==> src/design/uart_settings.svh <==
`ifndef UART_SETTINGS_SVH
`define UART_SETTINGS_SVH

// Bus address of the control/status register, buffer sits one above
`define UART_BASE_ADDR 8'h00

// clk cycles per oversample tick, 104 for real baud rates
`define UART_PRESCALE 4

// Ticks per serial bit
`define UART_OVERSAMPLE 16

`endif

==> src/design/uart_pkg.sv <==
package uart_pkg;

    typedef logic [7:0] uart_byte_t;

    // Control/status register, bit 0 at the bottom
    typedef struct packed {
        logic [3:0] rsvd;       // Read as zero
        logic       overrun;    // Sticky, write 1 to clear
        logic       frame_err;  // Sticky, write 1 to clear
        logic       tx_empty;
        logic       rx_full;
    } uart_status_t;

    typedef enum logic [2:0] {
        rx_st_idle,
        rx_st_start,
        rx_st_data,
        rx_st_stop,
        rx_st_wait_high
    } rx_state_t;

    typedef enum logic [1:0] {
        tx_st_idle,
        tx_st_start,
        tx_st_data,
        tx_st_stop
    } tx_state_t;

endpackage

==> src/design/uart_link_if.sv <==
`timescale 1ns/1ps

interface uart_link_if import uart_pkg::*; ();

    // Transmit side
    uart_byte_t tx_data;    // Transmit buffer contents
    logic       tx_load;    // Buffer holds an unsent byte
    logic       tx_taken;   // Byte copied into the shift register

    // Receive side
    uart_byte_t rx_data;    // Valid with rx_valid
    logic       rx_valid;   // Good stop bit
    logic       frame_err;  // Bad stop bit

    modport regs (
        output tx_data, tx_load,
        input  tx_taken,
        input  rx_data, rx_valid, frame_err
    );

    modport tx (
        input  tx_data, tx_load,
        output tx_taken
    );

    modport rx (
        output rx_data, rx_valid, frame_err
    );

endinterface

==> src/design/uart_baud_gen.sv <==
`timescale 1ns/1ps
`include "uart_settings.svh"

module uart_baud_gen (
    input  logic clk,
    input  logic rst_n,
    output logic baud_tick
);

    localparam int CNT_W = ($clog2(`UART_PRESCALE) < 1) ? 1 : $clog2(`UART_PRESCALE);
    localparam logic [CNT_W-1:0] CNT_LAST = CNT_W'(`UART_PRESCALE - 1);

    logic [CNT_W-1:0] cnt;

    always_ff @(posedge clk) begin
        if (!rst_n) begin
            cnt       <= '0;
            baud_tick <= 1'b0;
        end else if (cnt == CNT_LAST) begin
            cnt       <= '0;
            baud_tick <= 1'b1;  // One clk wide
        end else begin
            cnt       <= cnt + 1'b1;
            baud_tick <= 1'b0;
        end
    end

endmodule

==> src/design/uart_regs.sv <==
`timescale 1ns/1ps
`include "uart_settings.svh"

module uart_regs import uart_pkg::*; (
    input  logic        clk,
    input  logic        rst_n,
    input  logic [7:0]  address,
    input  uart_byte_t  din,
    input  logic        w_en,
    input  logic        r_en,
    output uart_byte_t  dout,
    uart_link_if.regs   link
);

    localparam logic [7:0] CTRL_ADDR = `UART_BASE_ADDR;
    localparam logic [7:0] BUF_ADDR  = CTRL_ADDR + 8'd1;

    uart_status_t status;
    uart_status_t clr_mask;
    uart_byte_t   tx_buf;
    uart_byte_t   rx_buf;
    logic         ctrl_sel;
    logic         buf_sel;
    logic         rd_buf;
    logic         store_rx;

    assign ctrl_sel = (address == CTRL_ADDR);
    assign buf_sel  = (address == BUF_ADDR);
    assign rd_buf   = r_en && buf_sel;
    assign clr_mask = uart_status_t'(din);

    // Buffer is free if empty or being read this cycle
    assign store_rx = link.rx_valid && (!status.rx_full || rd_buf);

    // ********************
    // Data buffers

    always_ff @(posedge clk) begin
        if (w_en && buf_sel) tx_buf <= din;
        if (store_rx)        rx_buf <= link.rx_data;
    end

    // ********************
    // Status and read port

    always_ff @(posedge clk) begin
        if (!rst_n) begin
            status          <= '0;
            status.tx_empty <= 1'b1;
            dout            <= '0;
        end else begin
            if (w_en && buf_sel) begin
                status.tx_empty <= 1'b0;    // New byte overwrites any unsent one
            end else if (link.tx_taken) begin
                status.tx_empty <= 1'b1;
            end

            if (store_rx) begin
                status.rx_full <= 1'b1;
            end else if (rd_buf) begin
                status.rx_full <= 1'b0;
            end

            // Set wins over write-1-to-clear
            if (link.rx_valid && !store_rx) begin
                status.overrun <= 1'b1;
            end else if (w_en && ctrl_sel && clr_mask.overrun) begin
                status.overrun <= 1'b0;
            end

            if (link.frame_err) begin
                status.frame_err <= 1'b1;
            end else if (w_en && ctrl_sel && clr_mask.frame_err) begin
                status.frame_err <= 1'b0;
            end

            if (r_en) begin
                if (ctrl_sel)     dout <= status;
                else if (buf_sel) dout <= rx_buf;
                else              dout <= '0;   // Unmapped
            end
        end
    end

    assign link.tx_data = tx_buf;
    assign link.tx_load = ~status.tx_empty;

endmodule

==> src/design/uart_rx.sv <==
`timescale 1ns/1ps
`include "uart_settings.svh"

module uart_rx import uart_pkg::*; (
    input  logic        clk,
    input  logic        rst_n,
    input  logic        baud_tick,
    input  logic        rx,
    uart_link_if.rx     link
);

    localparam int TICK_W = $clog2(`UART_OVERSAMPLE);
    localparam logic [TICK_W-1:0] TICK_LAST = TICK_W'(`UART_OVERSAMPLE - 1);
    localparam logic [TICK_W-1:0] TICK_HALF = TICK_W'(`UART_OVERSAMPLE / 2 - 1);

    logic [1:0]        sync_q;
    logic              rx_s;
    rx_state_t         state;
    logic [TICK_W-1:0] tick_cnt;
    logic [2:0]        bit_cnt;
    uart_byte_t        shift_q;
    logic              rx_valid_q;
    logic              frame_err_q;

    // ********************
    // Input synchronizer

    always_ff @(posedge clk) begin
        if (!rst_n) begin
            sync_q <= 2'b11;    // Line idles high
        end else begin
            sync_q <= {sync_q[0], rx};
        end
    end

    assign rx_s = sync_q[1];

    // ********************
    // Receive FSM

    always_ff @(posedge clk) begin
        if (!rst_n) begin
            state       <= rx_st_idle;
            tick_cnt    <= '0;
            bit_cnt     <= '0;
            rx_valid_q  <= 1'b0;
            frame_err_q <= 1'b0;
        end else begin
            rx_valid_q  <= 1'b0;
            frame_err_q <= 1'b0;
            if (baud_tick) begin
                case (state)
                    rx_st_idle: begin
                        tick_cnt <= '0;
                        if (!rx_s) state <= rx_st_start;
                    end
                    rx_st_start: begin
                        if (tick_cnt == TICK_HALF) begin
                            tick_cnt <= '0;
                            bit_cnt  <= '0;
                            state    <= rx_s ? rx_st_idle : rx_st_data;  // High means glitch
                        end else begin
                            tick_cnt <= tick_cnt + 1'b1;
                        end
                    end
                    rx_st_data: begin
                        if (tick_cnt == TICK_LAST) begin
                            tick_cnt <= '0;
                            bit_cnt  <= bit_cnt + 1'b1;
                            if (bit_cnt == 3'd7) state <= rx_st_stop;
                        end else begin
                            tick_cnt <= tick_cnt + 1'b1;
                        end
                    end
                    rx_st_stop: begin
                        if (tick_cnt == TICK_LAST) begin
                            tick_cnt <= '0;
                            if (rx_s) begin
                                rx_valid_q <= 1'b1;
                                state      <= rx_st_idle;
                            end else begin
                                frame_err_q <= 1'b1;
                                state       <= rx_st_wait_high;
                            end
                        end else begin
                            tick_cnt <= tick_cnt + 1'b1;
                        end
                    end
                    rx_st_wait_high: begin
                        if (rx_s) state <= rx_st_idle;  // Line back to idle
                    end
                    default: state <= rx_st_idle;
                endcase
            end
        end
    end

    // Mid-bit sample, first bit ends up in the LSB
    always_ff @(posedge clk) begin
        if (baud_tick && state == rx_st_data && tick_cnt == TICK_LAST) begin
            shift_q <= {rx_s, shift_q[7:1]};
        end
    end

    assign link.rx_data   = shift_q;
    assign link.rx_valid  = rx_valid_q;
    assign link.frame_err = frame_err_q;

endmodule

==> src/design/uart_top.sv <==
`timescale 1ns/1ps

module uart_top import uart_pkg::*; (
    input  logic        clk,
    input  logic        rst_n,
    input  logic [7:0]  address,
    input  uart_byte_t  din,
    input  logic        w_en,
    input  logic        r_en,
    output uart_byte_t  dout,
    input  logic        rx,
    output logic        tx
);

    logic baud_tick;    // Shared by both engines

    uart_link_if link ();

    uart_baud_gen u_baud_gen (
        .clk       (clk),
        .rst_n     (rst_n),
        .baud_tick (baud_tick)
    );

    uart_rx u_rx (
        .clk       (clk),
        .rst_n     (rst_n),
        .baud_tick (baud_tick),
        .rx        (rx),
        .link      (link.rx)
    );

    uart_tx u_tx (
        .clk       (clk),
        .rst_n     (rst_n),
        .baud_tick (baud_tick),
        .tx        (tx),
        .link      (link.tx)
    );

    uart_regs u_regs (
        .clk       (clk),
        .rst_n     (rst_n),
        .address   (address),
        .din       (din),
        .w_en      (w_en),
        .r_en      (r_en),
        .dout      (dout),
        .link      (link.regs)
    );

endmodule

==> src/design/uart_tx.sv <==
`timescale 1ns/1ps
`include "uart_settings.svh"

module uart_tx import uart_pkg::*; (
    input  logic        clk,
    input  logic        rst_n,
    input  logic        baud_tick,
    output logic        tx,
    uart_link_if.tx     link
);

    localparam int TICK_W = $clog2(`UART_OVERSAMPLE);
    localparam logic [TICK_W-1:0] TICK_LAST = TICK_W'(`UART_OVERSAMPLE - 1);

    tx_state_t         state;
    logic [TICK_W-1:0] tick_cnt;
    logic [2:0]        bit_cnt;
    uart_byte_t        shift_q;
    logic              tick_last;
    logic              start_frame;

    assign tick_last = (tick_cnt == TICK_LAST);

    // Next frame starts from idle or right at the end of a stop bit
    assign start_frame = baud_tick && link.tx_load &&
                         (state == tx_st_idle || (state == tx_st_stop && tick_last));

    assign link.tx_taken = start_frame;

    always_ff @(posedge clk) begin
        if (start_frame) begin
            shift_q <= link.tx_data;
        end else if (baud_tick && tick_last && state inside {tx_st_start, tx_st_data}) begin
            shift_q <= shift_q >> 1;
        end
    end

    // ********************
    // Transmit FSM

    always_ff @(posedge clk) begin
        if (!rst_n) begin
            state    <= tx_st_idle;
            tick_cnt <= '0;
            bit_cnt  <= '0;
            tx       <= 1'b1;
        end else if (baud_tick) begin
            if (state != tx_st_idle) tick_cnt <= tick_last ? '0 : tick_cnt + 1'b1;
            if (start_frame) begin
                state <= tx_st_start;
                tx    <= 1'b0;  // Start bit
            end else if (tick_last) begin
                case (state)
                    tx_st_start: begin
                        tx      <= shift_q[0];
                        bit_cnt <= '0;
                        state   <= tx_st_data;
                    end
                    tx_st_data: begin
                        bit_cnt <= bit_cnt + 1'b1;
                        if (bit_cnt == 3'd7) begin
                            tx    <= 1'b1;  // Stop bit
                            state <= tx_st_stop;
                        end else begin
                            tx <= shift_q[0];
                        end
                    end
                    tx_st_stop: state <= tx_st_idle;
                    default:    state <= tx_st_idle;
                endcase
            end
        end
    end

endmodule

==> config.mk <==
export PLATFORM = sky130hd
export DESIGN_NAME = uart_top
export DESIGN_NICKNAME = d
export VERILOG_FILES = /design/src/design/uart_pkg.sv /design/src/design/uart_link_if.sv /design/src/design/uart_baud_gen.sv /design/src/design/uart_regs.sv /design/src/design/uart_rx.sv /design/src/design/uart_top.sv /design/src/design/uart_tx.sv
export VERILOG_INCLUDE_DIRS = /design/src /design/src/design
export SDC_FILE = /design/constraint.sdc
export NUM_CORES = 1
export LEC_CHECK = 0
export ABC_CLOCK_PERIOD_IN_PS = 2200
export BUFFER_PORTS_ARGS = -buffer_cell sky130_fd_sc_hd__buf_4
export CORE_MARGIN = 8
export CORE_UTILIZATION = 38
export DETAILED_ROUTE_END_ITERATION = 16
export PLACE_DENSITY_LB_ADDON = 0.05
export REMOVE_ABC_BUFFERS = 1
export SLEW_MARGIN = 20
export SYNTH_ARGS = -nofsm -noshare
export SYNTH_HDL_FRONTEND = slang
export SYNTH_SLANG_ARGS = --single-unit
==> constraint.sdc <==
create_clock -name clk -period 2.2 [get_ports clk]
set_clock_uncertainty 0.05 [all_clocks]
set_input_delay 0.44 -clock clk [delete_from_list [all_inputs] [get_ports clk]]
set_output_delay 0.44 -clock clk [all_outputs]
set_load 0.005 [all_outputs]
* Word level (Yosys, flattened, before mapping)
Index checks and enable logic that the tools add are counted.
** Operators by class
- $add $sub $neg :: 5
- Eq/ne operators :: 21
- Multiplexer cells :: 40
- Bitwise logic cells :: 3
- Reduce and logical (&&, ||, !) cells :: 42
** Operators with widths (number)
- $mux 8 :: 4
- $mux 3 :: 9
- $reduce_bool 2->1 :: 9
- $pmux 3 s5 :: 1
- $logic_and 1x1->1 :: 14
- $mux 1 :: 14
- $mux 4 :: 3
- $pmux 3 s2 :: 2
- $pmux 4 s3 :: 1
- $reduce_and 4->1 :: 3
- $ne 2x1->1 const B :: 5
- $eq 3x3->1 const B :: 3
- $add 4x1->4 const B :: 2
- $eq 4x4->1 const B :: 2
- $eq 8x1->1 const B :: 1
- $logic_not 8->1 :: 1
- $mux 2 :: 4
- $reduce_and 7->1 :: 1
- $add 3x1->3 const B :: 2
- $eq 2x2->1 const B :: 3
- $eq 3x2->1 const B :: 2
- $reduce_and 3->1 :: 2
- $reduce_bool 3->1 :: 2
- $eq 4x3->1 const B :: 1
- 14 further kinds :: 20
** Storage, ports and cells
- Register bits :: 71
- Bits of input ports :: 21
- Output and inout bits :: 9

* Depth between registers and ports, before layout
Gate-level depths: netlist of the first run.
- Depth in word-level cells :: 7
- Mapped depth :: 7
- Depth with buffers taken out :: 6

* Modules after synthesis
Synthesis of the first run repeated with hierarchy kept, for this count alone.
** Unflattened totals
- Cells, all modules :: 243
- Area total of the unflattened synthesis :: 3049.2 sq um
** By module, submodules not included
- uart_regs :: times used 1, cells an instance 68, area an instance 1019.7 sq um, sequential area each 720.7 sq um
- uart_tx :: times used 1, cells an instance 82, area an instance 967.2 sq um, sequential area each 440.4 sq um
- uart_rx :: times used 1, cells an instance 86, area an instance 960.9 sq um, sequential area each 520.5 sq um
- uart_baud_gen :: times used 1, cells an instance 7, area an instance 101.3 sq um, sequential area each 60.1 sq um

* Worst setup path before layout of the first run
Ideal clock, no wire load.
- Path type :: input -> register
- From :: input address[5]
- To :: register u_regs.rx_buf[0] (enable)
- Arrival :: 1.728 ns
- Slack :: 0.036 ns
- Stages on the path :: 3
- Cells stage by stage :: nor4_1 -> nand4_1 -> a21boi_0
** On the way
- Word-level cells in the longest chain between the ends :: 4
** RTL lines
- from (decl) :: RTL line uart_top.sv:6 : input logic [7:0] address,
- $eq 8x1->1 :: RTL line uart_regs.sv:28 : assign buf_sel = (address == BUF_ADDR);
- $logic_and 1x1->1 :: RTL line uart_regs.sv:29 : assign rd_buf = r_en && buf_sel;
- $logic_or 1x1->1 :: RTL line uart_regs.sv:33 : assign store_rx = link.rx_valid && (!status.rx_full || rd_buf);
- $logic_and 1x1->1 :: RTL line uart_regs.sv:33
- via u_regs.store_rx :: RTL line uart_regs.sv:25 : logic store_rx;
- to (signal assigned) :: RTL line uart_regs.sv:40 : if (store_rx) rx_buf <= link.rx_data;
- to (decl) :: RTL line uart_regs.sv:21 : uart_byte_t rx_buf;
The timed path passes the listed nets, and every way through them passes these cells.
A chain may end at the register's enable or synchronous reset.

* Worst setup path after layout of the first run
- From :: register u_tx.tick_cnt[0]
- To :: register u_tx.shift_q[0] (enable)
** On the way
- Word-level cells in the longest chain between the ends :: 5
- Elaborated cells on any way between the ends :: 7
** RTL lines
- from (decl) :: RTL line uart_tx.sv:16 : logic [TICK_W-1:0] tick_cnt;
- from (signal assigned) :: RTL line uart_tx.sv:48 : if (state != tx_st_idle) tick_cnt <= tick_last ? '0 : tick_cnt + 1'b1;
- $eq 4x4->1 (*) :: RTL line uart_tx.sv:22 : assign tick_last = (tick_cnt == TICK_LAST);
- $logic_and 1x1->1 :: RTL line uart_tx.sv:26 : (state == tx_st_idle || (state == tx_st_stop && tick_last));
- $logic_or 1x1->1 :: RTL line uart_tx.sv:26
- $logic_and 1x1->1 :: RTL line uart_tx.sv:25 : assign start_frame = baud_tick && link.tx_load &&
- $reduce_bool 2->1 (no line) (*)
- to (signal assigned) :: RTL line uart_tx.sv:32 : shift_q <= link.tx_data;
- to (signal assigned) :: RTL line uart_tx.sv:34 : shift_q <= shift_q >> 1;
- to (decl) :: RTL line uart_tx.sv:18 : uart_byte_t shift_q;
Every way passes the cells marked *; elsewhere a longest branch is shown, timed or not.

==> run metrics, run 1 <==
status complete, no violations; met2 wire length 2640 um; Least-Margin Pin Slew 0.839 ns; CTS resizes 0; Critical Path RT 2.15 ns; Post-Place Cell Area 3320 um^2; Fillers 729; Hold Startpoint din[4]; #FFs+latches synth 71; fin. max-slew vios 0; GRT overflow 0; crit path kind reg -> reg; GRT Total Usage 11.0%; post-layout util 46.1%; largest family of logic cells by synthesized area simple AND/OR/NAND/NOR gates; FF/Latch Area 1740 um^2; critical path fanouts, max 8; Final #Nets 323; vias in the first global route 1988; Distinct cells, synth 54; Post-Route WL 5670 um; post-synthesis xor/xnor area fraction 0.583%; Adder-Cell Fraction of Synth Area 4.58%; RR Startpoint u_tx.tick_cnt[0]$_SDFFE_PN0P_; area of the multi-input gates 1160 um^2; Area growth syn-to-layout 17.9%; Worst setup startpoint u_tx.tick_cnt[0]$_SDFFE_PN0P_; most used flip-flop cell after synthesis dfxtp_1; multiplexer area fraction after synthesis 5.62%; Die X 105 um; row count 32; Max Used Layer met4; core area 7690 um^2; CTS Buf Count 9; met3 wire len 189 um; Setup-failing EPs final 0; antenna violations before repair 0; post-route ant nets 0; H-tree depth 3; post-DP HPWL 3860 um; worst r2r path cells 4; Final Cell Area 3540 um^2; Avg Vias per Cell 5.01; most frequent cells in the layout dfxtp_1, buf_4, edfxtp_1; syn_area_per_cell 11.7 um^2; Post-synth EDFFs 32; # Post-CTS Setup Buffers 0; Initial Util 39.1%; Post-Synth Simple-Gate Area 17.5%; synthesized area 3010 um^2; worst skew pair latency 0.34 ns; Rel. slew slack 44.0%; CTS root buffer clkbuf_8; Initial DRT Pass Iterations 4; post-synthesis sequential area ratio 58.0%; Total Die Area 11000 um^2; Hold Crit Class in -> reg; Final min period 1.87 ns; largest net degree at the start of global routing 24; Synth Area in Compound Gates 10.4%; LEAKAGE 0.00133 uW; Die Height 105 um; WL met1 2750 um; Final Cycle Share 84.9%; VDD IR max 0.458 mV; CP endpoint kind flip-flop; WHS Path Cells 1; clock-pin transition on the worst setup and hold timing paths 0.08 ns; Mapped Cells 257; first-pass GRT wire length 9650 um; CTS tree done; RSZ-0062 raised after global routing false; Synthesis Warnings 0; asr flop ratio synth 0%; Initial DRC Count 43; Fmax achieved 535 MHz; Pwr Total 2600 uW; Clock Tree Buf Depth 2; wire per inst 14.2 um; # clock sinks 71; Antenna Cells 0; critical path launch point type flip-flop; IO buf count 29; Setup WS pre-CTS 0.175 ns; total negative setup slack 0 ns; ratio of cells with drive above 1 in the final layout 22.0%; worst setup margin 0.332 ns; commonest non-fill, non-tap cell in the layout dfxtp_1; DRC viols 0; power per cell area 732 nW/um^2; Placer Congestion 0.709; max-cap violations 0; hold_buf cts 0; Critical Path AT 1.82 ns; vias post-DR 1993; io pins 30; endpoints failing hold 0
==> sequential cells by signal, summed over array words and instances (netlist names) <==
name                  count
u_tx.tx                   1
u_rx.link.rx_valid        1
u_regs.dout               8
u_rx.bit_cnt              3
u_rx.link.rx_data         8
u_rx.state                3
u_tx.bit_cnt              3
u_baud_gen.cnt            2
u_regs.link.tx_data       8
u_rx.sync_q               2
u_rx.link.frame_err       1
u_tx.tick_cnt             4
u_tx.shift_q              8
u_rx.tick_cnt             4
u_tx.state                2
u_baud_gen.baud_tick      1
u_regs.status             4
u_regs.rx_buf             8
==> Yosys cell counts, types with 2 or more instances <==
master    instances  share of area [%]
dfxtp_1          39                 26
edfxtp_1         32                 32
nor2_1           21                2.6
nand2_1          17                2.1
a21oi_1          13                2.2
ha_1             11                4.6
o21ai_0           8                1.3
mux2_2            7                2.6
nand3_1           7                1.2
nor2b_1           7                1.5
nor3_1            7                1.2
inv_1             6               0.75
nand2b_1          6                1.2
nand3b_1          6                1.5
clkbuf_1          5               0.62
and2_1            4               0.83
and3_1            4               0.83
mux2_1            4                1.5
nand4_1           4               0.83
a22oi_1           3               0.75
a31oi_1           3               0.62
a41oi_1           3               0.87
mux2i_1           3                1.0
a211oi_1          2               0.50
and3b_1           2               0.58
buf_2             2               0.33
buf_4             2               0.50
buf_6             2               0.75
nor3b_1           2               0.50
==> cell type report <==
cell class | count | share of cell area [%]
clock buffer | 10 | 3.60
clock inverter | 6 | 2.61
sequential | 71 | 49.1
inverter | 6 | 0.635
tap | 102 | 3.60
timing repair buffer | 36 | 7.62
multi-input combinational | 167 | 32.8
==> metrics by stage <==
step / hold slack, ns / std cells
final: 0.218 / 398
after global routing: 0.190 / 398
after CTS: 0.192 / 398
after detailed placement: 0.347 / 382
after global placement: 0.338 / 382
after floorplan: 0.336 / 244
==> worst paths after layout <==
kind              slack (ns)                                to
setup / recovery        0.33         u_tx.shift_q[0]$_DFFE_PP_
hold / removal          0.22  u_regs.link.tx_data[4]$_DFFE_PP_
hold reg to reg         0.37         u_rx.sync_q[1]$_SDFF_PN1_
setup reg to reg        0.33         u_tx.shift_q[0]$_DFFE_PP_
==> logic make-up after synthesis <==
kind of cell | count (synthesis)
fa+ha+maj | 11
compound gates | 46
simple gates | 93
xor+xnor | 2
mux | 15
flops | 71
buf+inv | 19
==> report_power, final <==
part	switching (uW)	internal [uW]
registers	6.00	1380
logic	33.9	38.4
clock network	499	644
total	538	2060
==> worst max-delay path, stage by stage (launching register included) <==
cell      delay [ns]
dfxtp_1         0.41
ha_1            0.21
and3_1          0.37
nand3_1         0.15
nand2b_1        0.34
==> per-layer routing <==
layer / vias up / GRT usage (%)
li1: 1010 / -
met1: 952 / 12.8
met2: 23 / 17.4
met3: 8 / 4.12
met4: 0 / 5.20
met5: - / 0
(Power assumes the default switching activity.)
==> inputs of run 2 (changes only) <==
Settings changed: ABC_CLOCK_PERIOD_IN_PS 2200 to 1950.
Clock period 2.2 ns to 1.95 ns, I/O delays scaled along.
==> run 2 against run 1 <==
Against the previous run: sequential power rose by 13%; worst setup slack got worse by 0.21 ns; maximum frequency rose by 2.3%; critical path type unchanged; core utilization rose by 1.1 points; combinational power rose by 21%; clock power rose by 9%; worst hold slack got worse by 0.040 ns.
==> run metrics, run 2 (synthesized netlist as in run 1, its figures left out) <==
total negative setup slack 0 ns (unchanged); commonest non-fill, non-tap cell in the layout buf_4; vias in the first global route 1964 (-1.2%); RSZ-0062 raised after global routing false; Antenna Cells 0 (unchanged); vias post-DR 1964 (-1.5%); Hold Crit Class in -> reg; CP endpoint kind flip-flop; Final min period 1.83 ns (-0.0423 ns); # clock sinks 71 (unchanged); CP Buf/Inv Count 1 (+1); status complete, no violations; Rel. slew slack 69.9% (+26 points); Initial Util 39.1% (unchanged); Avg Vias per Cell 4.85 (-3.2%); crit path kind reg -> reg; critical path fanouts, max 13 (+5); Clock Tree Buf Depth 2 (unchanged); LEAKAGE 0.00138 uW (+3.9%); fin. max-slew vios 0 (unchanged); Switch Pwr 635 uW (+18%); io pins 30 (unchanged); IO buf count 29 (unchanged); wire per inst 13.6 um (-4.2%); DRC viols 0 (unchanged); most frequent cells in the layout buf_4, dfxtp_1, edfxtp_1; Setup-failing EPs final 0 (unchanged); row count 32 (unchanged); post-DP HPWL 3990 um (+3.4%); core area 7690 um^2 (unchanged); critical path launch point type flip-flop; Final #Nets 330 (+2.2%); GRT overflow 0 (unchanged); CP top delay family flip-flops; power per cell area 793 nW/um^2 (+8.3%); Fmax achieved 548 MHz (+2.3%); post-route ant nets 0 (unchanged); Critical Path RT 1.98 ns (-0.17 ns); Post-Layout Cell Count 405 (+1.8%); Critical Path AT 1.86 ns (+0.04 ns); number of placed instances, taps included 389 (+1.8%); Slowest cell on crit path dfxtp_1; worst skew pair latency 0.33 ns (about the same); GRT Total Usage 10.7% (-0.30 points); first-pass GRT wire length 9560 um (-0.93%); clock group share of total power 42.9% (-1.1 points); ratio of cells with drive above 1 in the final layout 24.8% (+2.8 points); Least-Margin Pin Slew 0.451 ns (-0.389 ns); Sw Ratio 22.0% (+1.3 points); # Post-CTS Setup Buffers 0 (unchanged); Post-Route WL 5530 um (-2.6%); H-tree depth 3 (unchanged); Die Height 105 um (unchanged); CTS tree done; Flop pwr share 54.0% (+0.8 points); Final Cycle Share 93.6% (+8.7 points); clock-pin transition on the worst setup and hold timing paths 0.08 ns (about the same); antenna violations before repair 0 (unchanged); CTS Buf Count 9 (unchanged); Initial DRT Pass Iterations 4 (unchanged); CTS root buffer clkbuf_8; Die X 105 um (unchanged); Initial DRC Count 56 (+30%); Worst path max stage delay 0.38 ns (-0.03 ns); Total Die Area 11000 um^2 (unchanged); Area growth syn-to-layout 20.8%; largest net degree at the start of global routing 22 (-8.3%); cell-internal power 2250 uW (+9.2%); VDD IR max 0.375 mV (-18%); endpoints failing hold 0 (unchanged); critical path, cell by cell ha_1 -> a41oi_1 -> nor3b_2 -> buf_12 -> mux2_1; post-layout util 47.2% (+1.1 points); Comb pwr share 3.0% (+0.2 points); Placer Congestion 0.722 (+1.9%); max-cap violations 0 (unchanged)
-- run 2: changes by cell type in the layout (fill, tap and decap cells not counted), sizes merged --
cell / change
buf: +7
inv: +2
clkinvlp: -2
bufinv: -1
clkinv: +1
-- run 2: per-layer routing --
metal | share of wire (%) | vias up | GRT usage, %
li1 | - | 1031 | -
met1 | 49 | 908 | 14.2
met2 | 47 | 20 | 15.7
met3 | 2.9 | 5 | 2.46
met4 | 1.0 | 0 | 5.71
met5 | 0 | - | 0
-- run 2: final timing paths --
check                                      from                               end  slack [ns]  depth (start not counted)
hold / removal                           din[7]  u_regs.link.tx_data[7]$_DFFE_PP_        0.18                          1
setup reg to reg  u_tx.tick_cnt[1]$_SDFFE_PN0P_         u_tx.shift_q[1]$_DFFE_PP_        0.12                          5
hold reg to reg       u_rx.sync_q[0]$_SDFF_PN1_         u_rx.sync_q[1]$_SDFF_PN1_        0.36                          1
setup / recovery  u_tx.tick_cnt[1]$_SDFFE_PN0P_         u_tx.shift_q[1]$_DFFE_PP_        0.12                          5
-- run 2: power by group through the flow --
stage | clock network, uW | registers (uW) | logic, uW
floorplan | 0 | 1590 | 28.2
global placement | 0 | 1590 | 88.6
detailed placement | 0 | 1590 | 89.4
CTS | 1280 | 1560 | 89.4
global route | 1340 | 1560 | 98.1
finish | 1240 | 1560 | 87.6
-- run 2: per-stage QoR --
| step | total power, uW | setup slack [ns] | hold slack, ns | area [um^2] |
|---|---|---|---|---|
| 5_1_grt | 3000 | 0.00640 | 0.155 | 3630 |
| 3_5_place_dp | 1680 | 0.130 | 0.345 | 3410 |
| 3_3_place_gp | 1680 | 0.118 | 0.344 | 3410 |
| 2_1_floorplan | 1620 | -0.164 | 0.336 | 2930 |
| 6_report | 2880 | 0.124 | 0.179 | 3630 |
| 4_1_cts | 2930 | 0.109 | 0.158 | 3630 |
-- run 2: cell type report --
class | instances | area, um^2
well taps | 102 | 128
clock inverters | 6 | 76.3
multi-input cells | 167 | 1160
flip-flops and latches | 71 | 1740
fillers | 723 | 4060
inverters | 6 | 22.5
repair buffers | 43 | 360
clock buffers | 10 | 138
-- run 2: repair_timing --
action,4_1_cts,5_1_grt
hold buffers,0,0
gates resized for setup,0,2
setup endpoints to repair,0,1
